===== config.mk =====
export PLATFORM = sky130hd
export DESIGN_NAME = afs_request_capture_flat
export DESIGN_NICKNAME = d
export VERILOG_FILES = /design/src/afs_pkg.sv /design/src/order_req_if.sv /design/src/afs_request_capture.sv /design/src/flat_wrapper.sv
export SDC_FILE = /design/constraint.sdc
export NUM_CORES = 1
export LEC_CHECK = 0
export ABC_AREA = 1
export BUFFER_PORTS_ARGS = -buffer_cell sky130_fd_sc_hd__buf_2
export CAP_MARGIN = 30
export CORE_ASPECT_RATIO = 2
export CORE_MARGIN = 8
export CORE_UTILIZATION = 50
export DETAILED_ROUTE_END_ITERATION = 10
export GPL_TIMING_DRIVEN = 0
export MAX_ROUTING_LAYER = met4
export PLACE_DENSITY_LB_ADDON = 0.2
export SYNTH_ARGS = -nofsm -noshare
export SYNTH_HDL_FRONTEND = slang
export SYNTH_SLANG_ARGS = --single-unit

===== constraint.sdc =====
create_clock -name clk -period 1.9 [get_ports clk]
set_input_delay 0.285 -clock clk [delete_from_list [all_inputs] [get_ports clk]]
set_output_delay 0.285 -clock clk [all_outputs]
set_load 0.1 [all_outputs]

===== src/afs_pkg.sv =====
/*
 * Shared definitions for the flower-shop inventory controller
 *   sizes of stock counts and the record store
 *   flower, action, mode, warning, date and record types
 *   demand table per strategy and mode, and the demand lookup function
 */
package afs_pkg;

    // ==================================================
    // Sizes
    // ==================================================
    localparam int NUM_FLOWERS = 4;
    localparam int STOCK_W     = 12;
    localparam int STOCK_MAX   = 4095;
    localparam int NUM_RECORDS = 256;
    localparam int REC_ADDR_W  = 8;

    // ==================================================
    // Types
    // ==================================================
    typedef enum logic [1:0] {
        ROSE        = 2'd0,
        LILY        = 2'd1,
        CARNATION   = 2'd2,
        BABY_BREATH = 2'd3
    } flower_e;

    typedef logic [STOCK_W-1:0] stock_t;

    // Index 0 (rose) sits in the upper bits
    typedef stock_t [0:NUM_FLOWERS-1] stock_vec_t;

    typedef logic [3:0] month_t;
    typedef logic [4:0] day_t;

    // Month above day, so dates order as plain unsigned values
    typedef struct packed {
        month_t month;
        day_t   day;
    } date_t;

    typedef struct packed {
        stock_vec_t stock;
        date_t      expiry;
    } record_t;

    typedef enum logic [1:0] {
        PURCHASE         = 2'd0,
        RESTOCK          = 2'd1,
        CHECK_VALID_DATE = 2'd2
    } action_e;

    typedef enum logic [1:0] {
        SINGLE      = 2'b00,
        GROUP_ORDER = 2'b01,
        EVENT       = 2'b11
    } mode_e;

    typedef logic [2:0] strategy_t;

    typedef enum logic [1:0] {
        NO_WARN      = 2'd0,
        DATE_WARN    = 2'd1,
        STOCK_WARN   = 2'd2,
        RESTOCK_WARN = 2'd3
    } warn_e;

    // ==================================================
    // Demand table, indexed single / group order / event
    // ==================================================
    localparam stock_t [0:2] DEMAND_SINGLE = {12'd120, 12'd480, 12'd960};
    localparam stock_t [0:2] DEMAND_PAIR   = {12'd60, 12'd240, 12'd480};
    localparam stock_t [0:2] DEMAND_ALL    = {12'd30, 12'd120, 12'd240};

    function automatic stock_vec_t demand_for(strategy_t strategy, mode_e mode);
        int unsigned m_idx;
        stock_vec_t  dem;
        case (mode)
            SINGLE:      m_idx = 0;
            GROUP_ORDER: m_idx = 1;
            default:     m_idx = 2;
        endcase
        dem = '0;
        case (strategy)
            3'd4: begin
                dem[ROSE] = DEMAND_PAIR[m_idx];
                dem[LILY] = DEMAND_PAIR[m_idx];
            end
            3'd5: begin
                dem[CARNATION]   = DEMAND_PAIR[m_idx];
                dem[BABY_BREATH] = DEMAND_PAIR[m_idx];
            end
            3'd6: begin
                dem[ROSE]      = DEMAND_PAIR[m_idx];
                dem[CARNATION] = DEMAND_PAIR[m_idx];
            end
            3'd7: dem = {NUM_FLOWERS{DEMAND_ALL[m_idx]}};
            // Strategies 0 to 3 pick one kind in flower order
            default: dem[flower_e'(strategy[1:0])] = DEMAND_SINGLE[m_idx];
        endcase
        return dem;
    endfunction

endpackage


===== src/order_req_if.sv =====
/*
 * Request bus from the field capture stage to the order engine
 *   one-cycle req_valid pulse, fields held until the next action
 *   source and sink modports
 */
`timescale 1ns/1ps

interface order_req_if import afs_pkg::*; ();

    logic                  req_valid;
    action_e               action;
    date_t                 today;
    logic [REC_ADDR_W-1:0] rec_addr;
    // Demand for a purchase, added amounts for a restock
    stock_vec_t            amounts;

    modport source (
        output req_valid,
        output action,
        output today,
        output rec_addr,
        output amounts
    );

    modport sink (
        input req_valid,
        input action,
        input today,
        input rec_addr,
        input amounts
    );

endinterface


===== src/afs_request_capture.sv =====
/*
 * Field capture stage
 *   registers action, strategy, mode, date and record number
 *   collects the four restock beats in flower order
 *   resolves purchase demand and pulses the request on the last field
 */
`timescale 1ns/1ps

module afs_request_capture import afs_pkg::*; (
    input  logic                  clk,
    input  logic                  inf,
    input  logic                  sel_action_valid,
    input  action_e               action,
    input  logic                  strategy_valid,
    input  strategy_t             strategy,
    input  logic                  mode_valid,
    input  mode_e                 mode,
    input  logic                  date_valid,
    input  month_t                month,
    input  day_t                  day,
    input  logic                  data_no_valid,
    input  logic [REC_ADDR_W-1:0] data_no,
    input  logic                  restock_valid,
    input  stock_t                stock,
    order_req_if.source           req
);

    logic [1:0] beat_cnt;
    strategy_t  strategy_q;
    mode_e      mode_q;
    logic       last_field;

    // data_no closes purchase and check, the fourth stock beat closes restock
    assign last_field = (data_no_valid && req.action != RESTOCK) ||
                        (restock_valid && beat_cnt == 2'(NUM_FLOWERS - 1));

    // ==================================================
    // Control
    // ==================================================
    always_ff @(posedge clk or negedge inf) begin
        if (!inf) begin
            req.req_valid <= 1'b0;
            req.action    <= PURCHASE;
            beat_cnt      <= '0;
        end else begin
            req.req_valid <= last_field;
            if (sel_action_valid) begin
                req.action <= action;
                beat_cnt   <= '0;
            end else if (restock_valid) begin
                beat_cnt <= beat_cnt + 2'd1;
            end
        end
    end

    // ==================================================
    // Payload fields
    // ==================================================
    always_ff @(posedge clk) begin
        if (strategy_valid) begin
            strategy_q <= strategy;
        end
        if (mode_valid) begin
            mode_q <= mode;
        end
        if (date_valid) begin
            req.today.month <= month;
            req.today.day   <= day;
        end
        if (data_no_valid) begin
            req.rec_addr <= data_no;
        end
        // Restock beats land in flower order
        if (restock_valid) begin
            req.amounts[beat_cnt] <= stock;
        end else if (data_no_valid && req.action == PURCHASE) begin
            req.amounts <= demand_for(strategy_q, mode_q);
        end
    end

endmodule


===== src/flat_wrapper.sv =====
// flat-port wrapper written by rule: the top's interface ports become plain ports
module afs_request_capture_flat import afs_pkg::*;
  (clk, inf, sel_action_valid, action, strategy_valid, strategy, mode_valid, mode, date_valid, month, day, data_no_valid, data_no, restock_valid, stock, req_req_valid, req_action, req_today, req_rec_addr, req_amounts);
  order_req_if req_i ();
  input  logic clk;
  input  logic inf;
  input  logic sel_action_valid;
  input  action_e action;
  input  logic strategy_valid;
  input  strategy_t strategy;
  input  logic mode_valid;
  input  mode_e mode;
  input  logic date_valid;
  input  month_t month;
  input  day_t day;
  input  logic data_no_valid;
  input  logic [REC_ADDR_W-1:0] data_no;
  input  logic restock_valid;
  input  stock_t stock;
  output wire logic [$bits(req_i.req_valid)-1:0] req_req_valid;
  output wire logic [$bits(req_i.action)-1:0] req_action;
  output wire logic [$bits(req_i.today)-1:0] req_today;
  output wire logic [$bits(req_i.rec_addr)-1:0] req_rec_addr;
  output wire logic [$bits(req_i.amounts)-1:0] req_amounts;
  assign req_req_valid = req_i.req_valid;
  assign req_action = req_i.action;
  assign req_today = req_i.today;
  assign req_rec_addr = req_i.rec_addr;
  assign req_amounts = req_i.amounts;
  afs_request_capture u_core (.clk(clk), .inf(inf), .sel_action_valid(sel_action_valid), .action(action), .strategy_valid(strategy_valid), .strategy(strategy), .mode_valid(mode_valid), .mode(mode), .date_valid(date_valid), .month(month), .day(day), .data_no_valid(data_no_valid), .data_no(data_no), .restock_valid(restock_valid), .stock(stock), .req(req_i));
endmodule

==> flow_metrics.tcl, run 1 <==
set metrics [dict create \
    slew_viol_final 0 \
    seq_area_frac_synth_pct 68.1 \
    start_kind "register" \
    drc_errors 0 \
    status "finished clean" \
    cts_tree "yes" \
    die_w_um 73.2 \
    report.power.total_mw 4.62 \
    skew_ps 5.55 \
    power.leakage_nw 2.00 \
    ant_nets 0 \
    htree_levels 3 \
    syn-cell-area_mm2 0.00327 \
    endpoint_kind "register" \
    grt_pass1_wl_um 14000 \
    finalSetupTns_ps 0 \
    die_y_um 130 \
    numCtsBuffers 9 \
    ctsResizeCount 0 \
    ys_seq_elements 75 \
    rsz0062_at_grt "no" \
    crit_fanout 12 \
    regToRegEndpoint "u_core.req.amounts[36]" \
    cts.clk_slew.worst_paths_ps 60 \
    drtIter0Drc 232 \
    crit_type "reg2reg" \
    io_pins 112 \
    synthCells 297 \
    antenna_found_initial 0 \
    slew_headroom_pct 64.0 \
    ys_warn_count 0 \
    core-area_mm2 0.00631 \
    layout-drive-gt1-share_pct 33.0 \
    clock-sinks 75 \
    wire_per_inst_um 18.4 \
    clk_latency_ps 330 \
    port_buffers 111 \
    routed_wl_um 9390 \
    power.density_mw_per_mm2 1100 \
    ir_drop_uv 593 \
    maxCapViolCount 0 \
    fin_ws_ps 228 \
    nFillCells 539 \
    crit_required_ps 1870 \
    holdPathEnd "u_core.strategy_q[2]" \
    vias 2607 \
    reg2regPathDepth 4 \
    fin_util_pct 66.6 \
    fmax_mhz 598 \
    tightest_slew_ps 539 \
    die-area_mm2 0.00954 \
    drt-vias-per-instance 5.11 \
    hold_viol_final 0 \
    hpwl_um 7450 \
    setup_violations 0 \
    cts.path.max_buffers 2 \
    cts_root_buf "clkbuf_16" \
    first_pass_iters 4 \
    syn-num-nets 345 \
    grt.total_usage_pct 20.9 \
    overflow 0 \
    rows 41 \
    r2r-start "u_core.beat_cnt[0]" \
    nNetsFinal 468 \
    hp-class "in2reg" \
    n_antenna_cell 0 \
    detailedPlace.worstSlack_ps 14.7 \
    min_delay_path_depth 1 \
    hp-start "strategy[2]" \
    initial_utilization_pct 51.8 \
    grt_pass1_vias 2717 \
    fin_crit_ps 1670 \
    synth_cell_type_count 23 \
    min_period_over_period_pct 88.0 \
    grt_max_degree 13 \
    gp_congestion 0.935 \
    areaGrowthSynthToFinish_pct 28.5 \
    ff2ff_setup_slack_ps 230 \
    avgSynthCellArea_um2 11.0 \
    cp.arrival_ps 1640 \
]
[flip-flops by register name, indices dropped and copies added, names as in the netlist]
signal / flops
u_core.beat_cnt: 2
u_core.mode_q: 2
u_core.req.action: 2
u_core.req.amounts: 48
u_core.req.rec_addr: 8
u_core.req.req_valid: 1
u_core.req.today: 9
u_core.strategy_q: 3
[what timing repair did]
item / 4_1_cts / 5_1_grt
buffers inserted: 0 / 0
hold buffers: 1 / 0
hold endpoints to repair: 5 / 0
[critical path, cell delays in order (launching register included)]
cell     delay, ps
dfrtp_1        410
inv_1          130
ha_1           170
nand2_1        160
nand2_1        440
[Yosys cell counts]
cell type	n	share of area [%]
nand4_1	2	0.38
nand2_1	96	11
o22ai_1	4	0.77
buf_4	1	0.23
edfxtp_1	70	64
nand2_2	4	0.77
a22oi_1	1	0.23
o21ai_0	20	3.1
clkbuf_8	1	0.42
nor2_4	5	1.7
inv_2	2	0.23
inv_1	27	3.1
nor2_2	1	0.19
o221ai_1	1	0.27
a21oi_1	2	0.31
buf_2	2	0.31
a21boi_0	1	0.23
dfrtp_1	5	3.8
ha_1	4	1.5
buf_6	1	0.34
nand3_1	24	3.7
o211ai_1	4	0.92
nor2_1	19	2.2
[cells in the final DEF (no fill, tap or decap), types with 5 or more instances in the layout]
master       n
dfrtp_1      5
o21ai_0     20
edfxtp_1    70
inv_1       27
nor2_4       5
clkbuf_16    9
nand3_1     24
buf_2      113
nor2_1      19
nand2_1     96
[report_power, final]
part	switching (mW)	internal [mW]	total, mW
Clock	0.628	0.863	1.49
Sequential	0.0388	1.94	1.98
Combinational	0.975	0.169	1.14
Total	1.64	2.98	4.62
[cell families after synthesis]
kind of cell,synth area share (%)
AND/OR/NAND/NOR,19.9
AO/OA/AOI/OAI,5.78
flip-flops,68.1
adder cells (fa/ha/maj),1.53
buffers and inverters,4.63
[per-layer routing]
metal | part of all wire [%] | GRT usage [%] | vias to the layer above | wire [um]
met5 | 0 | - | - | 0
met4 | 3.5 | 10.6 | 0 | 330
met3 | 6.9 | 5.23 | 22 | 652
met2 | 56 | 38.6 | 133 | 5260
met1 | 34 | 18.9 | 1186 | 3150
li1 | - | - | 1266 | -
[area by class of cell]
class,instances,area [um2],share of cell area [%]
sequential,75,2230,53.0
timing repair buffer,112,566,13.5
multi-input combinational,188,891,21.2
clock inverter,6,32.5,0.775
clock buffer,9,225,5.36
tap,86,108,2.56
buffer,5,42.5,1.01
inverter,29,109,2.59
[through the flow]
stage          instances  area [um2]  hold WS [ps]
3_5_place_dp         494        3930           105
6_report             510        4200           126
5_1_grt              510        4200           118
4_1_cts              510        4200           119
2_1_floorplan        297        3270         -10.6
3_3_place_gp         494        3930           105
[worst max path at each step]
| stage | endpoint | slack, ps | from |
|---|---|---|---|
| detailed placement | u_core.req.amounts[20] | 10 | restock_valid |
| finish | u_core.req.amounts[36] | 230 | u_core.beat_cnt[0] |
| floorplan | u_core.req.amounts[36] | 100 | u_core.req.action[0] |
| CTS | u_core.req.amounts[37] | 200 | u_core.beat_cnt[0] |
| global placement | u_core.req.amounts[16] | 50 | restock_valid |
| global route | u_core.req.amounts[37] | 70 | u_core.beat_cnt[0] |
Power figures use the tool's default switching activity.
==> inputs of run 2 (changes only) <==
--- a/config.mk
+++ b/config.mk
@@ -5,7 +5,6 @@
 export SDC_FILE = /design/constraint.sdc
 export NUM_CORES = 1
 export LEC_CHECK = 0
-export ABC_AREA = 1
 export BUFFER_PORTS_ARGS = -buffer_cell sky130_fd_sc_hd__buf_2
 export CAP_MARGIN = 30
 export CORE_ASPECT_RATIO = 2
==> run 2 against run 1 <==
Maximum frequency fell by 4.7%. Flip-flop and latch count unchanged. Via count did not move. Clock skew is 2.0 ps lower. Clock-buffer cell count rose by 2. Sequential power about the same. Total power rose by 6.2%. Design area is 4.0% higher. Die area increased by 3.8%. Sequential share of layout area down 2.0 points. Routed wire length down 2.2%.
==> flow_metrics.tcl, run 2 <==
set metrics [dict create \
    status "finished clean" \
    port_buffers 111 \
    cts.path.max_buffers 2 \
    initial_utilization_pct 51.6 \
    finalSetupTns_ps 0 \
    slew_viol_final 0 \
    hpwl_um 7180 \
    antenna_found_initial 0 \
    endpoint_kind "register" \
    synthCells 256 \
    rows 42 \
    clock-sinks 75 \
    gp_congestion 1.11 \
    nFillCells 550 \
    hp-class "in2reg" \
    core-area_mm2 0.00662 \
    dpl_cell_area_mm2 0.00409 \
    min_period_over_period_pct 92.4 \
    cp_slowest_stage_delay_ps 420 \
    first_pass_iters 5 \
    synth_top_cell_area_share_pct 61.5 \
    rsz0062_at_grt "no" \
    tightest_slew_ps 599 \
    crit_required_ps 1930 \
    cp.arrival_ps 1780 \
    overflow 0 \
    synth-main-ff-cell "edfxtp_1" \
    start_kind "register" \
    nNetsFinal 424 \
    synth_edf_count 70 \
    grt_max_degree 14 \
    skew_ps 3.59 \
    drc_errors 0 \
    layout_common_cells "buf_2 (116), edfxtp_1 (70), nand2_1 (27)" \
    seq_area_frac_synth_pct 65.1 \
    ant_nets 0 \
    cp_num_buf_inv 1 \
    htree_levels 3 \
    die-area_mm2 0.00990 \
    areaGrowthSynthToFinish_pct 27.8 \
    routed_wl_um 9180 \
    maxCapViolCount 0 \
    crit_fanout 12 \
    grt.total_usage_pct 19.3 \
    synth.area.top_cells "edfxtp_1 (61%), dfrtp_1 (3.7%), nand2_1 (3.0%)" \
    critical_path.slowest_cell "dfrtp_1" \
    final_common_cell "buf_2" \
    postCtsSetupBuffers 0 \
    drtIter0Drc 279 \
    largestRegisters "u_core.req.amounts x48, u_core.req.today x9, u_core.req.rec_addr x8" \
    clk_latency_ps 330 \
    cts.clk_slew.worst_paths_ps 60 \
    stdcell_area_mm2 0.00437 \
    die_y_um 133 \
    hold_viol_final 0 \
    die_w_um 74.5 \
    vias 2607 \
    numCtsBuffers 9 \
    io_pins 112 \
    layout-drive-gt1-share_pct 39.6 \
    wire_per_inst_um 19.6 \
    grt_pass1_vias 2735 \
    avgSynthCellArea_um2 13.4 \
    grt_pass1_wl_um 13900 \
    synth_most_common_cell "edfxtp_1" \
    worstPathCellList "inv_1, ha_1, and2_1, nand2b_4" \
    ir_drop_uv 502 \
    power.density_mw_per_mm2 1120 \
    synth_cell_type_count 54 \
    ys_warn_count 0 \
    drt-vias-per-instance 5.56 \
    syn-cell-area_mm2 0.00342 \
    n_antenna_cell 0 \
    cts_tree "yes" \
    setup_violations 0 \
    syn-num-nets 304 \
    yosys-top-cells-count "edfxtp_1 (70), nand2_1 (27), and3_1 (14), o21ai_0 (11), nor2_1 (10)" \
    power.leakage_nw 1.88 \
    fmax_mhz 570 \
    fin_hold_ws_ps 126 \
    netlist.top_cell.by_area "edfxtp_1" \
    largest_reg_flops 48 \
    ys_seq_elements 75 \
    crit_type "reg2reg" \
    critical-path-top-delay-family "simple AND/OR/NAND/NOR gates" \
    cts_root_buf "clkbuf_16" \
    fin_crit_ps 1760 \
    regMostFlops "u_core.req.amounts" \
    async_flop_share_pct 6.67 \
    slew_headroom_pct 60.0 \
]
## run 2: changes by cell type after synthesis, sizes merged, moves of 14 or more
cell and delta:
nand2 -73, nand3 -21, and3 +14, inv -22, nor2 -14
## run 2: report_power, final
group | internal (mW) | leakage (nW) | switching [mW]
combinational | 0.247 | 1.02 | 1.12
clock | 0.911 | 0.131 | 0.628
sequential | 1.96 | 0.728 | 0.0382
## run 2: repair_timing
item | CTS | global route
gates cloned | 0 | 0
hold buffers | 1 | 0
endpoints found under the hold margin | 5 | 0
resized for setup | 2 | 1
endpoints found under the setup margin | 12 | 14
## run 2: kinds of logic after synthesis
kind of cell / share of synthesized area (%)
and+or+nand+nor: 13.3
xor gates and xnor gates: 1.02
muxes: 1.24
buffers and inverters: 4.46
adders and majority gates: 1.79
DFF: 65.1
AOI/OAI and AO/OA: 13.0
## run 2: path summary, 6_finish.rpt
path / slack (ps) / cells past startpoint / start / to
min reg2reg: 560 / 2 / u_core.req.action[0] / u_core.req.action[0]
max in group asynchronous: 1460 / 2 / inf / u_core.req.req_valid
min: 130 / 1 / strategy[1] / u_core.strategy_q[1]
max: 140 / 4 / u_core.beat_cnt[0] / u_core.req.amounts[37]
max reg2reg: 140 / 4 / u_core.beat_cnt[0] / u_core.req.amounts[37]
min in group asynchronous: 310 / 2 / inf / u_core.req.action[0]
## run 2: area by class of cell
cell class	count	area (um2)	area share, %
Tap cell	88	110	2.52
Clock buffer	11	243	5.56
Sequential cell	75	2230	51.0
Timing Repair Buffer	112	566	12.9
Buffer	17	115	2.63
Clock inverter	5	30.0	0.687
Inverter	7	26.3	0.601
Multi-Input combinational cell	154	1050	24.1
## run 2: per-stage QoR
stage / worst slack, ps / cells / util [%] / power (mW)
floorplan: 123 / 256 / - / 3.12
global placement: -241 / 455 / 61.7 / 3.38
detailed placement: -278 / 455 / 61.7 / 3.40
CTS: 3.09 / 472 / 66.1 / 4.93
global route: 61.3 / 469 / 66.0 / 5.04
finish: 144 / 469 / 66.0 / 4.90
## run 2: worst reg2reg max path: stages (launching register included)
cell and delay (ps):
dfrtp_1 420, inv_1 100, ha_1 210, and2_1 390, nand2b_4 320
## run 2: layer usage
metal	share of wire, %	vias to the layer above	wire, um	track usage, %
li1	-	1210	-	-
met1	32	1204	2920	16.8
met2	53	153	4900	33.8
met3	9.7	40	886	5.07
met4	5.2	0	477	13.2
met5	0	-	0	-
