===== config.mk =====
export PLATFORM = sky130hd
export DESIGN_NAME = afs_order_engine_flat
export DESIGN_NICKNAME = d
export VERILOG_FILES = /design/src/afs_pkg.sv /design/src/order_req_if.sv /design/src/record_port_if.sv /design/src/afs_order_engine.sv /design/src/flat_wrapper.sv
export SDC_FILE = /design/constraint.sdc
export NUM_CORES = 1
export LEC_CHECK = 0
export BUFFER_PORTS_ARGS = -buffer_cell sky130_fd_sc_hd__buf_2
export CAP_MARGIN = 20
export CELL_PAD_IN_SITES_DETAIL_PLACEMENT = 1
export CELL_PAD_IN_SITES_GLOBAL_PLACEMENT = 2
export CORE_UTILIZATION = 32
export CTS_CLUSTER_DIAMETER = 200
export DETAILED_ROUTE_END_ITERATION = 12
export PLACE_DENSITY_LB_ADDON = 0.25
export SKIP_LAST_GASP = 1
export SLEW_MARGIN = 40
export SYNTH_ARGS = -nofsm -noshare
export SYNTH_HDL_FRONTEND = slang
export SYNTH_SLANG_ARGS = --single-unit
export TNS_END_PERCENT = 50

===== constraint.sdc =====
create_clock -name clk -period 10.7 [get_ports clk]
set_input_delay 2.14 -clock clk [delete_from_list [all_inputs] [get_ports clk]]
set_output_delay 2.14 -clock clk [all_outputs]
set_load 0.01 [all_outputs]

===== src/afs_pkg.sv =====
/*
 * Shared definitions for the flower-shop inventory controller
 *   sizes of stock counts and the record store
 *   flower, action, mode, warning, date and record types
 *   demand table per strategy and mode, and the demand lookup function
 */
package afs_pkg;

    // ==================================================
    // Sizes
    // ==================================================
    localparam int NUM_FLOWERS = 4;
    localparam int STOCK_W     = 12;
    localparam int STOCK_MAX   = 4095;
    localparam int NUM_RECORDS = 256;
    localparam int REC_ADDR_W  = 8;

    // ==================================================
    // Types
    // ==================================================
    typedef enum logic [1:0] {
        ROSE        = 2'd0,
        LILY        = 2'd1,
        CARNATION   = 2'd2,
        BABY_BREATH = 2'd3
    } flower_e;

    typedef logic [STOCK_W-1:0] stock_t;

    // Index 0 (rose) sits in the upper bits
    typedef stock_t [0:NUM_FLOWERS-1] stock_vec_t;

    typedef logic [3:0] month_t;
    typedef logic [4:0] day_t;

    // Month above day, so dates order as plain unsigned values
    typedef struct packed {
        month_t month;
        day_t   day;
    } date_t;

    typedef struct packed {
        stock_vec_t stock;
        date_t      expiry;
    } record_t;

    typedef enum logic [1:0] {
        PURCHASE         = 2'd0,
        RESTOCK          = 2'd1,
        CHECK_VALID_DATE = 2'd2
    } action_e;

    typedef enum logic [1:0] {
        SINGLE      = 2'b00,
        GROUP_ORDER = 2'b01,
        EVENT       = 2'b11
    } mode_e;

    typedef logic [2:0] strategy_t;

    typedef enum logic [1:0] {
        NO_WARN      = 2'd0,
        DATE_WARN    = 2'd1,
        STOCK_WARN   = 2'd2,
        RESTOCK_WARN = 2'd3
    } warn_e;

    // ==================================================
    // Demand table, indexed single / group order / event
    // ==================================================
    localparam stock_t [0:2] DEMAND_SINGLE = {12'd120, 12'd480, 12'd960};
    localparam stock_t [0:2] DEMAND_PAIR   = {12'd60, 12'd240, 12'd480};
    localparam stock_t [0:2] DEMAND_ALL    = {12'd30, 12'd120, 12'd240};

    function automatic stock_vec_t demand_for(strategy_t strategy, mode_e mode);
        int unsigned m_idx;
        stock_vec_t  dem;
        case (mode)
            SINGLE:      m_idx = 0;
            GROUP_ORDER: m_idx = 1;
            default:     m_idx = 2;
        endcase
        dem = '0;
        case (strategy)
            3'd4: begin
                dem[ROSE] = DEMAND_PAIR[m_idx];
                dem[LILY] = DEMAND_PAIR[m_idx];
            end
            3'd5: begin
                dem[CARNATION]   = DEMAND_PAIR[m_idx];
                dem[BABY_BREATH] = DEMAND_PAIR[m_idx];
            end
            3'd6: begin
                dem[ROSE]      = DEMAND_PAIR[m_idx];
                dem[CARNATION] = DEMAND_PAIR[m_idx];
            end
            3'd7: dem = {NUM_FLOWERS{DEMAND_ALL[m_idx]}};
            // Strategies 0 to 3 pick one kind in flower order
            default: dem[flower_e'(strategy[1:0])] = DEMAND_SINGLE[m_idx];
        endcase
        return dem;
    endfunction

endpackage


===== src/order_req_if.sv =====
/*
 * Request bus from the field capture stage to the order engine
 *   one-cycle req_valid pulse, fields held until the next action
 *   source and sink modports
 */
`timescale 1ns/1ps

interface order_req_if import afs_pkg::*; ();

    logic                  req_valid;
    action_e               action;
    date_t                 today;
    logic [REC_ADDR_W-1:0] rec_addr;
    // Demand for a purchase, added amounts for a restock
    stock_vec_t            amounts;

    modport source (
        output req_valid,
        output action,
        output today,
        output rec_addr,
        output amounts
    );

    modport sink (
        input req_valid,
        input action,
        input today,
        input rec_addr,
        input amounts
    );

endinterface


===== src/record_port_if.sv =====
/*
 * Record store port
 *   registered read with one cycle of latency
 *   synchronous write
 *   master and store modports
 */
`timescale 1ns/1ps

interface record_port_if import afs_pkg::*; ();

    logic                  rd_en;
    logic [REC_ADDR_W-1:0] rd_addr;
    record_t               rd_data;
    logic                  wr_en;
    logic [REC_ADDR_W-1:0] wr_addr;
    record_t               wr_data;

    modport master (
        output rd_en,
        output rd_addr,
        input  rd_data,
        output wr_en,
        output wr_addr,
        output wr_data
    );

    modport store (
        input  rd_en,
        input  rd_addr,
        output rd_data,
        input  wr_en,
        input  wr_addr,
        input  wr_data
    );

endinterface


===== src/afs_order_engine.sv =====
/*
 * Order engine
 *   FSM idle, read, evaluate, write, report
 *   date, stock and restock warnings, stock update and write back
 *   one-cycle result with out_valid, warn_msg and complete
 */
`timescale 1ns/1ps

module afs_order_engine import afs_pkg::*; (
    input  logic          clk,
    input  logic          inf,
    order_req_if.sink     req,
    record_port_if.master mem,
    output logic          out_valid,
    output warn_e         warn_msg,
    output logic          complete
);

    typedef enum logic [2:0] {
        ST_IDLE,
        ST_READ,
        ST_EVAL,
        ST_WRITE,
        ST_REPORT
    } state_e;

    state_e                   state_q;
    state_e                   state_d;
    warn_e                    warn_q;
    record_t                  wr_rec_q;
    logic [NUM_FLOWERS-1:0]   short_flags;
    logic [NUM_FLOWERS-1:0]   sat_flags;
    stock_vec_t               left_stock;
    stock_vec_t               added_stock;
    logic [STOCK_W:0]         sum;
    logic                     date_early;
    warn_e                    eval_warn;
    record_t                  eval_rec;
    logic                     eval_write;

    // ==================================================
    // Evaluate
    // ==================================================
    assign date_early = req.today < mem.rd_data.expiry;

    always_comb begin
        sum = '0;
        for (int i = 0; i < NUM_FLOWERS; i++) begin
            short_flags[i] = mem.rd_data.stock[i] < req.amounts[i];
            left_stock[i]  = mem.rd_data.stock[i] - req.amounts[i];
            sum            = {1'b0, mem.rd_data.stock[i]} + {1'b0, req.amounts[i]};
            sat_flags[i]   = sum[STOCK_W];
            added_stock[i] = sum[STOCK_W] ? stock_t'(STOCK_MAX) : sum[STOCK_W-1:0];
        end
    end

    // Date warning outranks stock warning
    always_comb begin
        eval_warn  = NO_WARN;
        eval_rec   = mem.rd_data;
        eval_write = 1'b0;
        case (req.action)
            PURCHASE: begin
                if (date_early) begin
                    eval_warn = DATE_WARN;
                end else if (|short_flags) begin
                    eval_warn = STOCK_WARN;
                end else begin
                    eval_rec.stock = left_stock;
                    eval_write     = 1'b1;
                end
            end
            RESTOCK: begin
                eval_rec.stock  = added_stock;
                eval_rec.expiry = req.today;
                eval_write      = 1'b1;
                if (|sat_flags) begin
                    eval_warn = RESTOCK_WARN;
                end
            end
            CHECK_VALID_DATE: begin
                if (date_early) begin
                    eval_warn = DATE_WARN;
                end
            end
            default: eval_warn = NO_WARN;
        endcase
    end

    // ==================================================
    // FSM
    // ==================================================
    always_comb begin
        state_d = state_q;
        case (state_q)
            ST_IDLE:   if (req.req_valid) state_d = ST_READ;
            ST_READ:   state_d = ST_EVAL;
            ST_EVAL:   state_d = eval_write ? ST_WRITE : ST_REPORT;
            ST_WRITE:  state_d = ST_REPORT;
            ST_REPORT: state_d = ST_IDLE;
            default:   state_d = ST_IDLE;
        endcase
    end

    always_ff @(posedge clk or negedge inf) begin
        if (!inf) begin
            state_q <= ST_IDLE;
            warn_q  <= NO_WARN;
        end else begin
            state_q <= state_d;
            if (state_q == ST_EVAL) begin
                warn_q <= eval_warn;
            end
        end
    end

    always_ff @(posedge clk) begin
        if (state_q == ST_EVAL) begin
            wr_rec_q <= eval_rec;
        end
    end

    // Store port
    assign mem.rd_en   = state_q == ST_READ;
    assign mem.rd_addr = req.rec_addr;
    assign mem.wr_en   = state_q == ST_WRITE;
    assign mem.wr_addr = req.rec_addr;
    assign mem.wr_data = wr_rec_q;

    // Result beat
    assign out_valid = state_q == ST_REPORT;
    assign warn_msg  = out_valid ? warn_q : NO_WARN;
    assign complete  = out_valid && warn_q == NO_WARN;

endmodule


===== src/flat_wrapper.sv =====
// flat-port wrapper written by rule: the top's interface ports become plain ports
module afs_order_engine_flat import afs_pkg::*;
  (clk, inf, out_valid, warn_msg, complete, req_req_valid, req_action, req_today, req_rec_addr, req_amounts, mem_rd_en, mem_rd_addr, mem_rd_data, mem_wr_en, mem_wr_addr, mem_wr_data);
  order_req_if req_i ();
  record_port_if mem_i ();
  input  logic clk;
  input  logic inf;
  output logic out_valid;
  output warn_e warn_msg;
  output logic complete;
  input wire logic [$bits(req_i.req_valid)-1:0] req_req_valid;
  input wire logic [$bits(req_i.action)-1:0] req_action;
  input wire logic [$bits(req_i.today)-1:0] req_today;
  input wire logic [$bits(req_i.rec_addr)-1:0] req_rec_addr;
  input wire logic [$bits(req_i.amounts)-1:0] req_amounts;
  output wire logic [$bits(mem_i.rd_en)-1:0] mem_rd_en;
  output wire logic [$bits(mem_i.rd_addr)-1:0] mem_rd_addr;
  input wire logic [$bits(mem_i.rd_data)-1:0] mem_rd_data;
  output wire logic [$bits(mem_i.wr_en)-1:0] mem_wr_en;
  output wire logic [$bits(mem_i.wr_addr)-1:0] mem_wr_addr;
  output wire logic [$bits(mem_i.wr_data)-1:0] mem_wr_data;
  assign req_i.req_valid = req_req_valid;
  assign req_i.action = req_action;
  assign req_i.today = req_today;
  assign req_i.rec_addr = req_rec_addr;
  assign req_i.amounts = req_amounts;
  assign mem_rd_en = mem_i.rd_en;
  assign mem_rd_addr = mem_i.rd_addr;
  assign mem_i.rd_data = mem_rd_data;
  assign mem_wr_en = mem_i.wr_en;
  assign mem_wr_addr = mem_i.wr_addr;
  assign mem_wr_data = mem_i.wr_data;
  afs_order_engine u_core (.clk(clk), .inf(inf), .req(req_i), .mem(mem_i), .out_valid(out_valid), .warn_msg(warn_msg), .complete(complete));
endmodule

==> results of run 1 <==
-- final cells by class --
class                   count  area, um2  area share [%]
repair buffers            187      950.9           10.23
well taps                 324      405.4           4.360
clock buffers              13      280.3           3.014
inverters                 124      465.4           5.005
multi-input cells         716       5320           57.21
flip-flops and latches     62       1837           19.75
clock inverters             3      40.04          0.4306
-- logic make-up after synthesis --
family	Yosys count
buffers and inverters	186
AND/OR/NAND/NOR	241
XOR/XNOR	53
adder cells (fa/ha/maj)	112
flip-flops	62
AO/OA/AOI/OAI	306
multiplexers	4
-- flip-flops by register name, indices dropped and copies added, names as in the netlist --
register,count
u_core.mem.wr_data,57
u_core.state_q,3
u_core.warn_q,2
-- per-layer routing --
layer  part of all wire, %  wire [um]  track usage, %
met1                    49      13660           29.94
met2                    46      12910           36.52
met3                   4.0       1113           2.188
met4                   1.6        450           6.643
met5                     0          0               0
-- cells in the final DEF, fill, tap and decap left out, types with 17 or more instances in the layout --
cell,instances
nand2_1,53
nand3_1,19
buf_2,181
a21oi_1,80
o22ai_1,17
o21ai_0,50
edfxtp_1,57
nor2_1,67
inv_1,123
ha_1,104
xnor2_1,39
nand2b_1,20
nor3_1,24
-- per-stage QoR --
step | utilization [%] | hold slack [ns]
4_1_cts | 38.21 | 0.5901
6_report | 38.24 | 0.5930
3_5_place_dp | 36.89 | 0.5751
3_3_place_gp | 36.85 | 0.5730
5_1_grt | 38.24 | 0.6117
2_1_floorplan | - | 0.4963
-- power by group through the flow --
stage	Clock [uW]	Sequential, uW	Combinational (uW)
floorplan	0	413	297
global placement	0	382	507
detailed placement	0	384	506
CTS	333	380	509
global route	337	385	557
finish	328	379	506
-- critical path: stages --
cell and delay, ns:
buf_2 0.09, inv_1 0.05, ha_1 0.22, fa_1 0.41, nor2b_1 0.19, o31ai_1 0.12
a211o_1 0.29, a31oi_2 0.25, and4_1 0.55, nand2_1 0.39, a21oi_2 0.72, o221ai_1 0.19
-- worst paths after layout --
kind / start / to / slack [ns] / cells past startpoint
worst max-delay path: mem_rd_data[33] / u_core.mem.wr_data[48]$_DFFE_PN_ / 5.14 / 12
worst min-delay path: u_core.state_q[1]$_DFFE_PN0P_ / u_core.state_q[2]$_DFFE_PN0P_ / 0.59 / 1
worst max register to register: u_core.state_q[1]$_DFFE_PN0P_ / u_core.warn_q[0]$_DFFE_PN0N_ / 9.02 / 4
worst min register to register: u_core.state_q[1]$_DFFE_PN0P_ / u_core.state_q[2]$_DFFE_PN0P_ / 0.59 / 1
max in group asynchronous: inf / u_core.warn_q[1]$_DFFE_PN0N_ / 8.96 / 1
min in group asynchronous: inf / u_core.state_q[1]$_DFFE_PN0P_ / 1.59 / 1
==> flow_summary.toml, run 1 <==
[floorplan]
fp.dieH_um = 159.4
rows = 57
io_pins = 206
initial_core_util_pct = 32.61
core_um2 = 24320
chipWidth_um = 159.4
die_area_um2 = 25410

[yosys]
ys_async_sr_fraction_pct = 8.065
synth.top_cells.by_area = "edfxtp_1 (22%), ha_1 (16%), inv_1 (5.8%)"
synthFlopType = "edfxtp_1"
synthMuxAreaShare_pct = 0.5049
yosysWarnings = 0
syn_area_um2 = 7930
synth_fa_ha_area_share_pct = 18.43
synthXorXnorAreaFrac_pct = 5.854
synth.ff_latch_count = 62
ys_seq_area_share_pct = 23.16
synth_edf_count = 57
netlist_top_cells_count = "inv_1 (123), ha_1 (104), a21oi_1 (80)"
synth_top_family_by_area = "compound AO/OA/AOI/OAI gates"
synth.largest_area_cell = "edfxtp_1"
avgSynthCellArea_um2 = 8.226
synth_cells = 964
synth.distinct_cells = 82
yosys.area_share.simple_pct = 15.15
synth_most_common_cell = "inv_1"
yosysTopAreaCellShare_pct = 21.58
synth.net_count = 1203
synth-compound-area-share_pct = 26.84

[pwr]
power_frac_comb_pct = 41.7
power_density_nw_per_um2 = 130.5
p_sw_uw = 459.8
ir_drop_uv = 51.47
clockPowerShare_pct = 27.0
seqPwrFrac_pct = 31.3
p_total_uw = 1213
switching_share_pct = 37.90
power.internal_uw = 753.3
power_leakage_uw = 0.004236

[grt]
grt_pass1_wl_um = 43410
antenna_found_initial = 0
grt_usage_pct = 21.96
grt_pass1_vias = 7761
overflow = 0
grt_start_max_net_pins = 33

[timing]
fin_skew_ns = 0.009456
drv_slew = 0
fin_tns_setup_ns = 0
period_minus_slack_ns = 5.558
fin_ws_ns = 5.142
fmax_ghz = 0.1799
setup_viol = 0
relSlewSlack_pct = 45.33
period_share_pct = 51.95
rsz0062_at_grt = "no"
tightest_slew_ns = 0.8170
hold_violations = 0

[status]
status = "complete, no violations"

[clock_network]
hold_buffers = 0
htree_levels = 3
cts.sinks = 62
cts_tree = "built"
worstSkewPairLatency_ns = 0.35
cts_root_buffer = "clkbuf_16"
clockBufferDepth = 2
postCtsSetupBuffers = 0
post_cts_resized = 0
numCtsBuffers = 9
path_clk_slew_ns = 0.06

[worst_setup_path]
worstPathArrival_ns = 5.62
critPathMaxFanout = 11
crit_type = "in2reg"
crit_path_end_kind = "register"
critPathLaunchType = "input pin"
required_ns = 10.76

[placed_design]
dp.cells = 1413
hpwl_um = 21470
globalplace.congestion = 0.8506
place_area_um2 = 8971
io_buffers = 181
pre_cts_slack_ns = 4.761

[route]
drtIter0Drc = 484
vias = 7667
wl_per_cell_um = 19.69
wirelength_um = 28130
drt_first_pass_iters = 5
viasPerCell = 5.365
drc = 0
ant_nets = 0

[layout]
stdcell_count = 1429
fill_cells = 2961
nets = 1339
finalInstanceArea_um2 = 9299
area_growth_pct = 17.26
drive_gt1_share_pct = 20.90
diodes = 0

[run]
drv_cap = 0

[min_path]
hold_path.class = "reg2reg"
(Power assumes the default switching activity.)
==> run 2: changes to the inputs <==
ABC_AREA = 1   (was unset)
CORE_UTILIZATION = 27   (was 32)
clock period = 5.06 ns   (was 10.7 ns; I/O delays follow)
==> flow_summary.toml, run 2 <==
[clock_network]
worstSkewPairLatency_ns = 0.36
path_clk_slew_ns = 0.06
post_cts_resized = 0
cts_root_buffer = "clkbuf_16"
numCtsBuffers = 9
cts_tree = "built"
postCtsSetupBuffers = 0
clockBufferDepth = 2
htree_levels = 3
hold_buffers = 0
cts.sinks = 62

[worst_setup_path]
rr_endpoint = "u_core.warn_q[0]$_DFFE_PN0N_"
required_ns = 5.16
critPathLaunchType = "input pin"
crit_type = "in2reg"
reg2reg_from = "u_core.state_q[2]$_DFFE_PN0P_"
r2r.worst_path.cells = 8
reg2reg_slack_ns = 2.83
worstPathArrival_ns = 3.64
critPathLaunch = "mem_rd_data[33]"
crit_path_end_kind = "register"
critPathMaxFanout = 29

[min_path]
hold_path.class = "in2async"

[timing]
relSlewSlack_pct = 54.38
period_share_pct = 70.07
tightest_slew_ns = 0.6843
period_minus_slack_ns = 3.546
fin_tns_setup_ns = 0
setup_viol = 0
drv_slew = 0
fin_skew_ns = 0.01122
fmax_ghz = 0.2820
hold_violations = 0
rsz0062_at_grt = "no"

[yosys]
yosysWarnings = 0
synth_edf_count = 57
synth_cells = 1360
synthFlopType = "edfxtp_1"
netlist_top_cells_count = "nand2_1 (288), inv_1 (222), nand3_1 (141)"
avgSynthCellArea_um2 = 6.527
synth.distinct_cells = 31
synth.largest_area_cell = "edfxtp_1"
synth_most_common_cell = "nand2_1"
syn_area_um2 = 8877
yosysTopAreaCellShare_pct = 19.28
synth.ff_latch_count = 62
ys_seq_area_share_pct = 20.69
synth.top_cells.by_area = "edfxtp_1 (19%), ha_1 (15%), nand2_1 (12%)"
synth.net_count = 1599
ys_async_sr_fraction_pct = 8.065

[route]
viasPerCell = 4.785
drt_first_pass_iters = 4
ant_nets = 0
drtIter0Drc = 304
wl_per_cell_um = 17.61
vias = 9263
drc = 0
wirelength_um = 34090

[placed_design]
io_buffers = 181
globalplace.congestion = 0.8415
hpwl_um = 26570

[pwr]
power_leakage_uw = 0.005354
ir_drop_uv = 145.1
power_density_nw_per_um2 = 249.7

[grt]
antenna_found_initial = 1
grt_pass1_vias = 9509
grt_start_max_net_pins = 47
grt_pass1_wl_um = 53080
overflow = 0
grt_usage_pct = 20.45

[layout]
mostFrequentLayoutCell = "nand2_1"
largest_reg_flops = 57
nets = 1728
post-route-util_pct = 31.84
diodes = 0
area_growth_pct = 16.41
drive_gt1_share_pct = 14.12
final_cell_mix = "nand2_1 (288), inv_1 (222), buf_2 (181), nand3_1 (140), a21oi_1 (129)"

[floorplan]
core_um2 = 32450
rows = 66
die_area_um2 = 33610
chipWidth_um = 183.3
io_pins = 206
fp.dieH_um = 183.3
initial_core_util_pct = 27.35

[status]
status = "complete, no violations"

[run]
drv_cap = 0
==> run 2: cell types whose count changed after synthesis, moves of 12 or more <==
cell / change
nand2_1: +235
nand3_1: +121
inv_1: +99
a21oi_1: +49
o21ai_0: +48
xor2_1: +37
xnor2_1: -32
nand4_1: +23
nand2b_1: -20
o22ai_1: -17
nor2_1: +16
a222oi_1: -13
o211ai_1: -13
nor2b_1: -12
==> run 2: logic make-up after synthesis <==
logic type / after synthesis / synth area share, %
simple gates: 560 / 26.77
buf+inv: 296 / 13.98
compound gates: 272 / 16.38
fa+ha+maj: 112 / 16.46
flops: 62 / 20.69
xor+xnor: 58 / 5.722
==> run 2: how the worst max path moves through the flow <==
| stage | to | slack, ns | cells after the start |
|---|---|---|---|
| 6_report | u_core.mem.wr_data[48]$_DFFE_PN_ | 1.51 | 15 |
| 5_1_grt | u_core.mem.wr_data[25]$_DFFE_PN_ | 1.18 | 15 |
| 4_1_cts | u_core.mem.wr_data[48]$_DFFE_PN_ | 1.44 | 15 |
| 3_5_place_dp | u_core.mem.wr_data[48]$_DFFE_PN_ | 1.06 | 15 |
| 3_3_place_gp | u_core.mem.wr_data[22]$_DFFE_PN_ | 1.18 | 15 |
| 2_1_floorplan | u_core.warn_q[0]$_DFFE_PN0N_ | 1.39 | 6 |
==> run 2: worst max-delay path, cell delays in order <==
cell	delay, ns
buf_2	0.12
inv_1	0.07
ha_1	0.24
fa_1	0.42
inv_1	0.10
nand3_1	0.07
nand2_1	0.16
nand3_1	0.10
nand3_1	0.16
nand2_1	0.11
nor2_4	0.11
nand2_2	0.36
buf_12	0.33
o21ai_0	0.17
o21ai_0	0.10
==> run 2: layer usage <==
layer	GRT usage [%]	vias up	wire length, um
met2	35.15	151	16180
li1	-	4694	-
met4	4.667	2	416
met3	2.125	24	895
met5	0	-	10
met1	27.38	4392	16590
==> run 2: per-stage QoR <==
step | std cells | power [uW] | instance area, um2 | setup slack [ns] | hold WS, ns
after floorplan | 1360 | 1496 | 8877 | 1.385 | 0.4544
after global placement | 1919 | 1928 | 10030 | 1.178 | 0.4690
after detailed placement | 1920 | 1940 | 10040 | 1.062 | 0.4819
after CTS | 1936 | 2618 | 10330 | 1.435 | 0.4536
after global routing | 1936 | 2762 | 10330 | 1.181 | 0.4628
final | 1936 | 2580 | 10330 | 1.514 | 0.4646
==> run 2: area by class of cell <==
cell class                 count  area [um2]
fill                        4219       22120
multi-input combinational   1002        5814
sequential                    62        1837
timing repair buffer         191        1001
inverter                     223       837.1
tap                          442       553.0
clock buffer                  10       229.0
clock inverter                 6       62.56
==> run 2: power breakdown <==
part           total [uW]  leakage (uW)  internal (uW)  switching [uW]
Clock                 657      0.000136            381             277
Sequential            774      0.000589            720            54.0
Combinational        1150       0.00463            378             771
Total                2580       0.00535           1480            1100
==> run 3: changes to the inputs <==
clock period = 3.03 ns   (was 5.06 ns; I/O delays follow)
==> flow_summary.toml, run 3 (synthesis gave the netlist of run 2 again) <==
[status]
status = "complete, no violations"

[timing]
tightest_slew_ns = 0.6257
drv_slew = 0
setup_viol = 0
period_share_pct = 90.70
period_minus_slack_ns = 2.748
hold_violations = 0
fin_skew_ns = 0.005767
hold_ws_ns = 0.06972
fmax_ghz = 0.3639
rsz0062_at_grt = "no"
relSlewSlack_pct = 58.28

[worst_setup_path]
required_ns = 3.12
worstPathArrival_ns = 2.84
crit_type = "in2reg"
reg2reg_slack_ns = 1.42
rr_endpoint = "u_core.warn_q[0]$_DFFE_PN0N_"
critPathMaxFanout = 13
r2r.worst_path.cells = 7
critPathLaunchType = "input pin"
reg2reg_from = "u_core.state_q[2]$_DFFE_PN0P_"
crit_path_end_kind = "register"

[pwr]
power_leakage_uw = 0.005675
power_density_nw_per_um2 = 405.6
ir_drop_uv = 260.4
p_total_uw = 4400

[grt]
overflow = 0
grt_pass1_wl_um = 54160
grt_start_max_net_pins = 46
antenna_found_initial = 0
grt_usage_pct = 20.68
grt_pass1_vias = 9888

[clock_network]
hold_buffers = 0
post_cts_resized = 0
path_clk_slew_ns = 0.06
clockBufferDepth = 2
postCtsSetupBuffers = 0
numCtsBuffers = 9
cts.sinks = 62
cts_root_buffer = "clkbuf_16"
htree_levels = 3
cts_tree = "built"
worstSkewPairLatency_ns = 0.35

[route]
ant_nets = 0
drt_first_pass_iters = 4
drc = 0
viasPerCell = 4.782
wirelength_um = 34390
vias = 9573
drtIter0Drc = 345
wl_per_cell_um = 17.18

[placed_design]
io_buffers = 181
place_area_um2 = 10560
globalplace.congestion = 0.8487
hpwl_um = 28190

[layout]
area_growth_pct = 22.19
fill_cells = 4203
drive_gt1_share_pct = 17.76
final_cell_mix = "nand2_1 (288), inv_1 (222), buf_2 (181), nand3_1 (140), a21oi_1 (129)"
nets = 1794
largest_reg_flops = 57
mostFrequentLayoutCell = "nand2_1"
diodes = 0
finalInstanceArea_um2 = 10850

[floorplan]
fp.dieH_um = 183.3
initial_core_util_pct = 27.35
die_area_um2 = 33610
rows = 66
io_pins = 206
chipWidth_um = 183.3
core_um2 = 32450

[min_path]
hold_path.class = "in2async"

[run]
drv_cap = 0
==> run 3: cell type report <==
type | instances | area, um2 | share of cell area [%]
multi-input combinational | 1002 | 5814 | 53.60
sequential | 62 | 1837 | 16.93
timing repair buffer | 257 | 1514 | 13.96
inverter | 223 | 837.1 | 7.717
tap | 442 | 553.0 | 5.099
clock buffer | 10 | 229.0 | 2.111
clock inverter | 6 | 62.56 | 0.5768
==> run 3: per-layer routing <==
layer / up-vias / track usage (%) / share of wire [%]
met5: - / 0 / 0
met3: 19 / 2.025 / 2.4
li1: 4828 / - / -
met1: 4581 / 27.34 / 48
met4: 0 / 3.900 / 0.99
met2: 145 / 36.46 / 48
==> run 3: through the flow <==
stage / setup TNS [ns] / setup WS (ns) / util [%] / cells
floorplan: 0 / 0.3971 / - / 1360
finish: 0 / 0.2819 / 33.42 / 2002
CTS: 0 / 0.2284 / 33.42 / 2002
global route: 0 / 0.09614 / 33.42 / 2002
global placement: -0.9059 / -0.07465 / 32.52 / 1986
detailed placement: -3.881 / -0.1316 / 32.52 / 1986
==> run 3: power breakdown <==
| part | switching, uW | total [uW] | internal (uW) | leakage [uW] |
|---|---|---|---|---|
| Combinational | 1310 | 2020 | 719 | 0.00495 |
| Clock | 439 | 1070 | 635 | 0.000136 |
| Sequential | 97.9 | 1300 | 1200 | 0.000589 |
==> run 3: worst max-delay path by stage <==
stage | startpoint | end | depth (start not counted)
2_1_floorplan | u_core.state_q[2]$_DFFE_PN0P_ | u_core.warn_q[0]$_DFFE_PN0N_ | 6
3_3_place_gp | mem_rd_data[9] | u_core.mem.wr_data[22]$_DFFE_PN_ | 16
3_5_place_dp | mem_rd_data[9] | u_core.mem.wr_data[27]$_DFFE_PN_ | 16
4_1_cts | mem_rd_data[9] | u_core.mem.wr_data[32]$_DFFE_PN_ | 16
5_1_grt | mem_rd_data[9] | u_core.mem.wr_data[22]$_DFFE_PN_ | 16
6_report | mem_rd_data[9] | u_core.mem.wr_data[32]$_DFFE_PN_ | 16
==> run 3: critical path, cell delays in order <==
cell     delay, ns
buf_2         0.14
inv_1         0.09
ha_1          0.17
inv_1         0.09
fa_1          0.41
nand3_1       0.10
nand3_1       0.15
nand3_1       0.11
nand3_1       0.15
nand2_1       0.16
nor2_4        0.06
nand2_2       0.12
buf_4         0.23
nand2_1       0.07
nand3_1       0.08
nand3_1       0.09
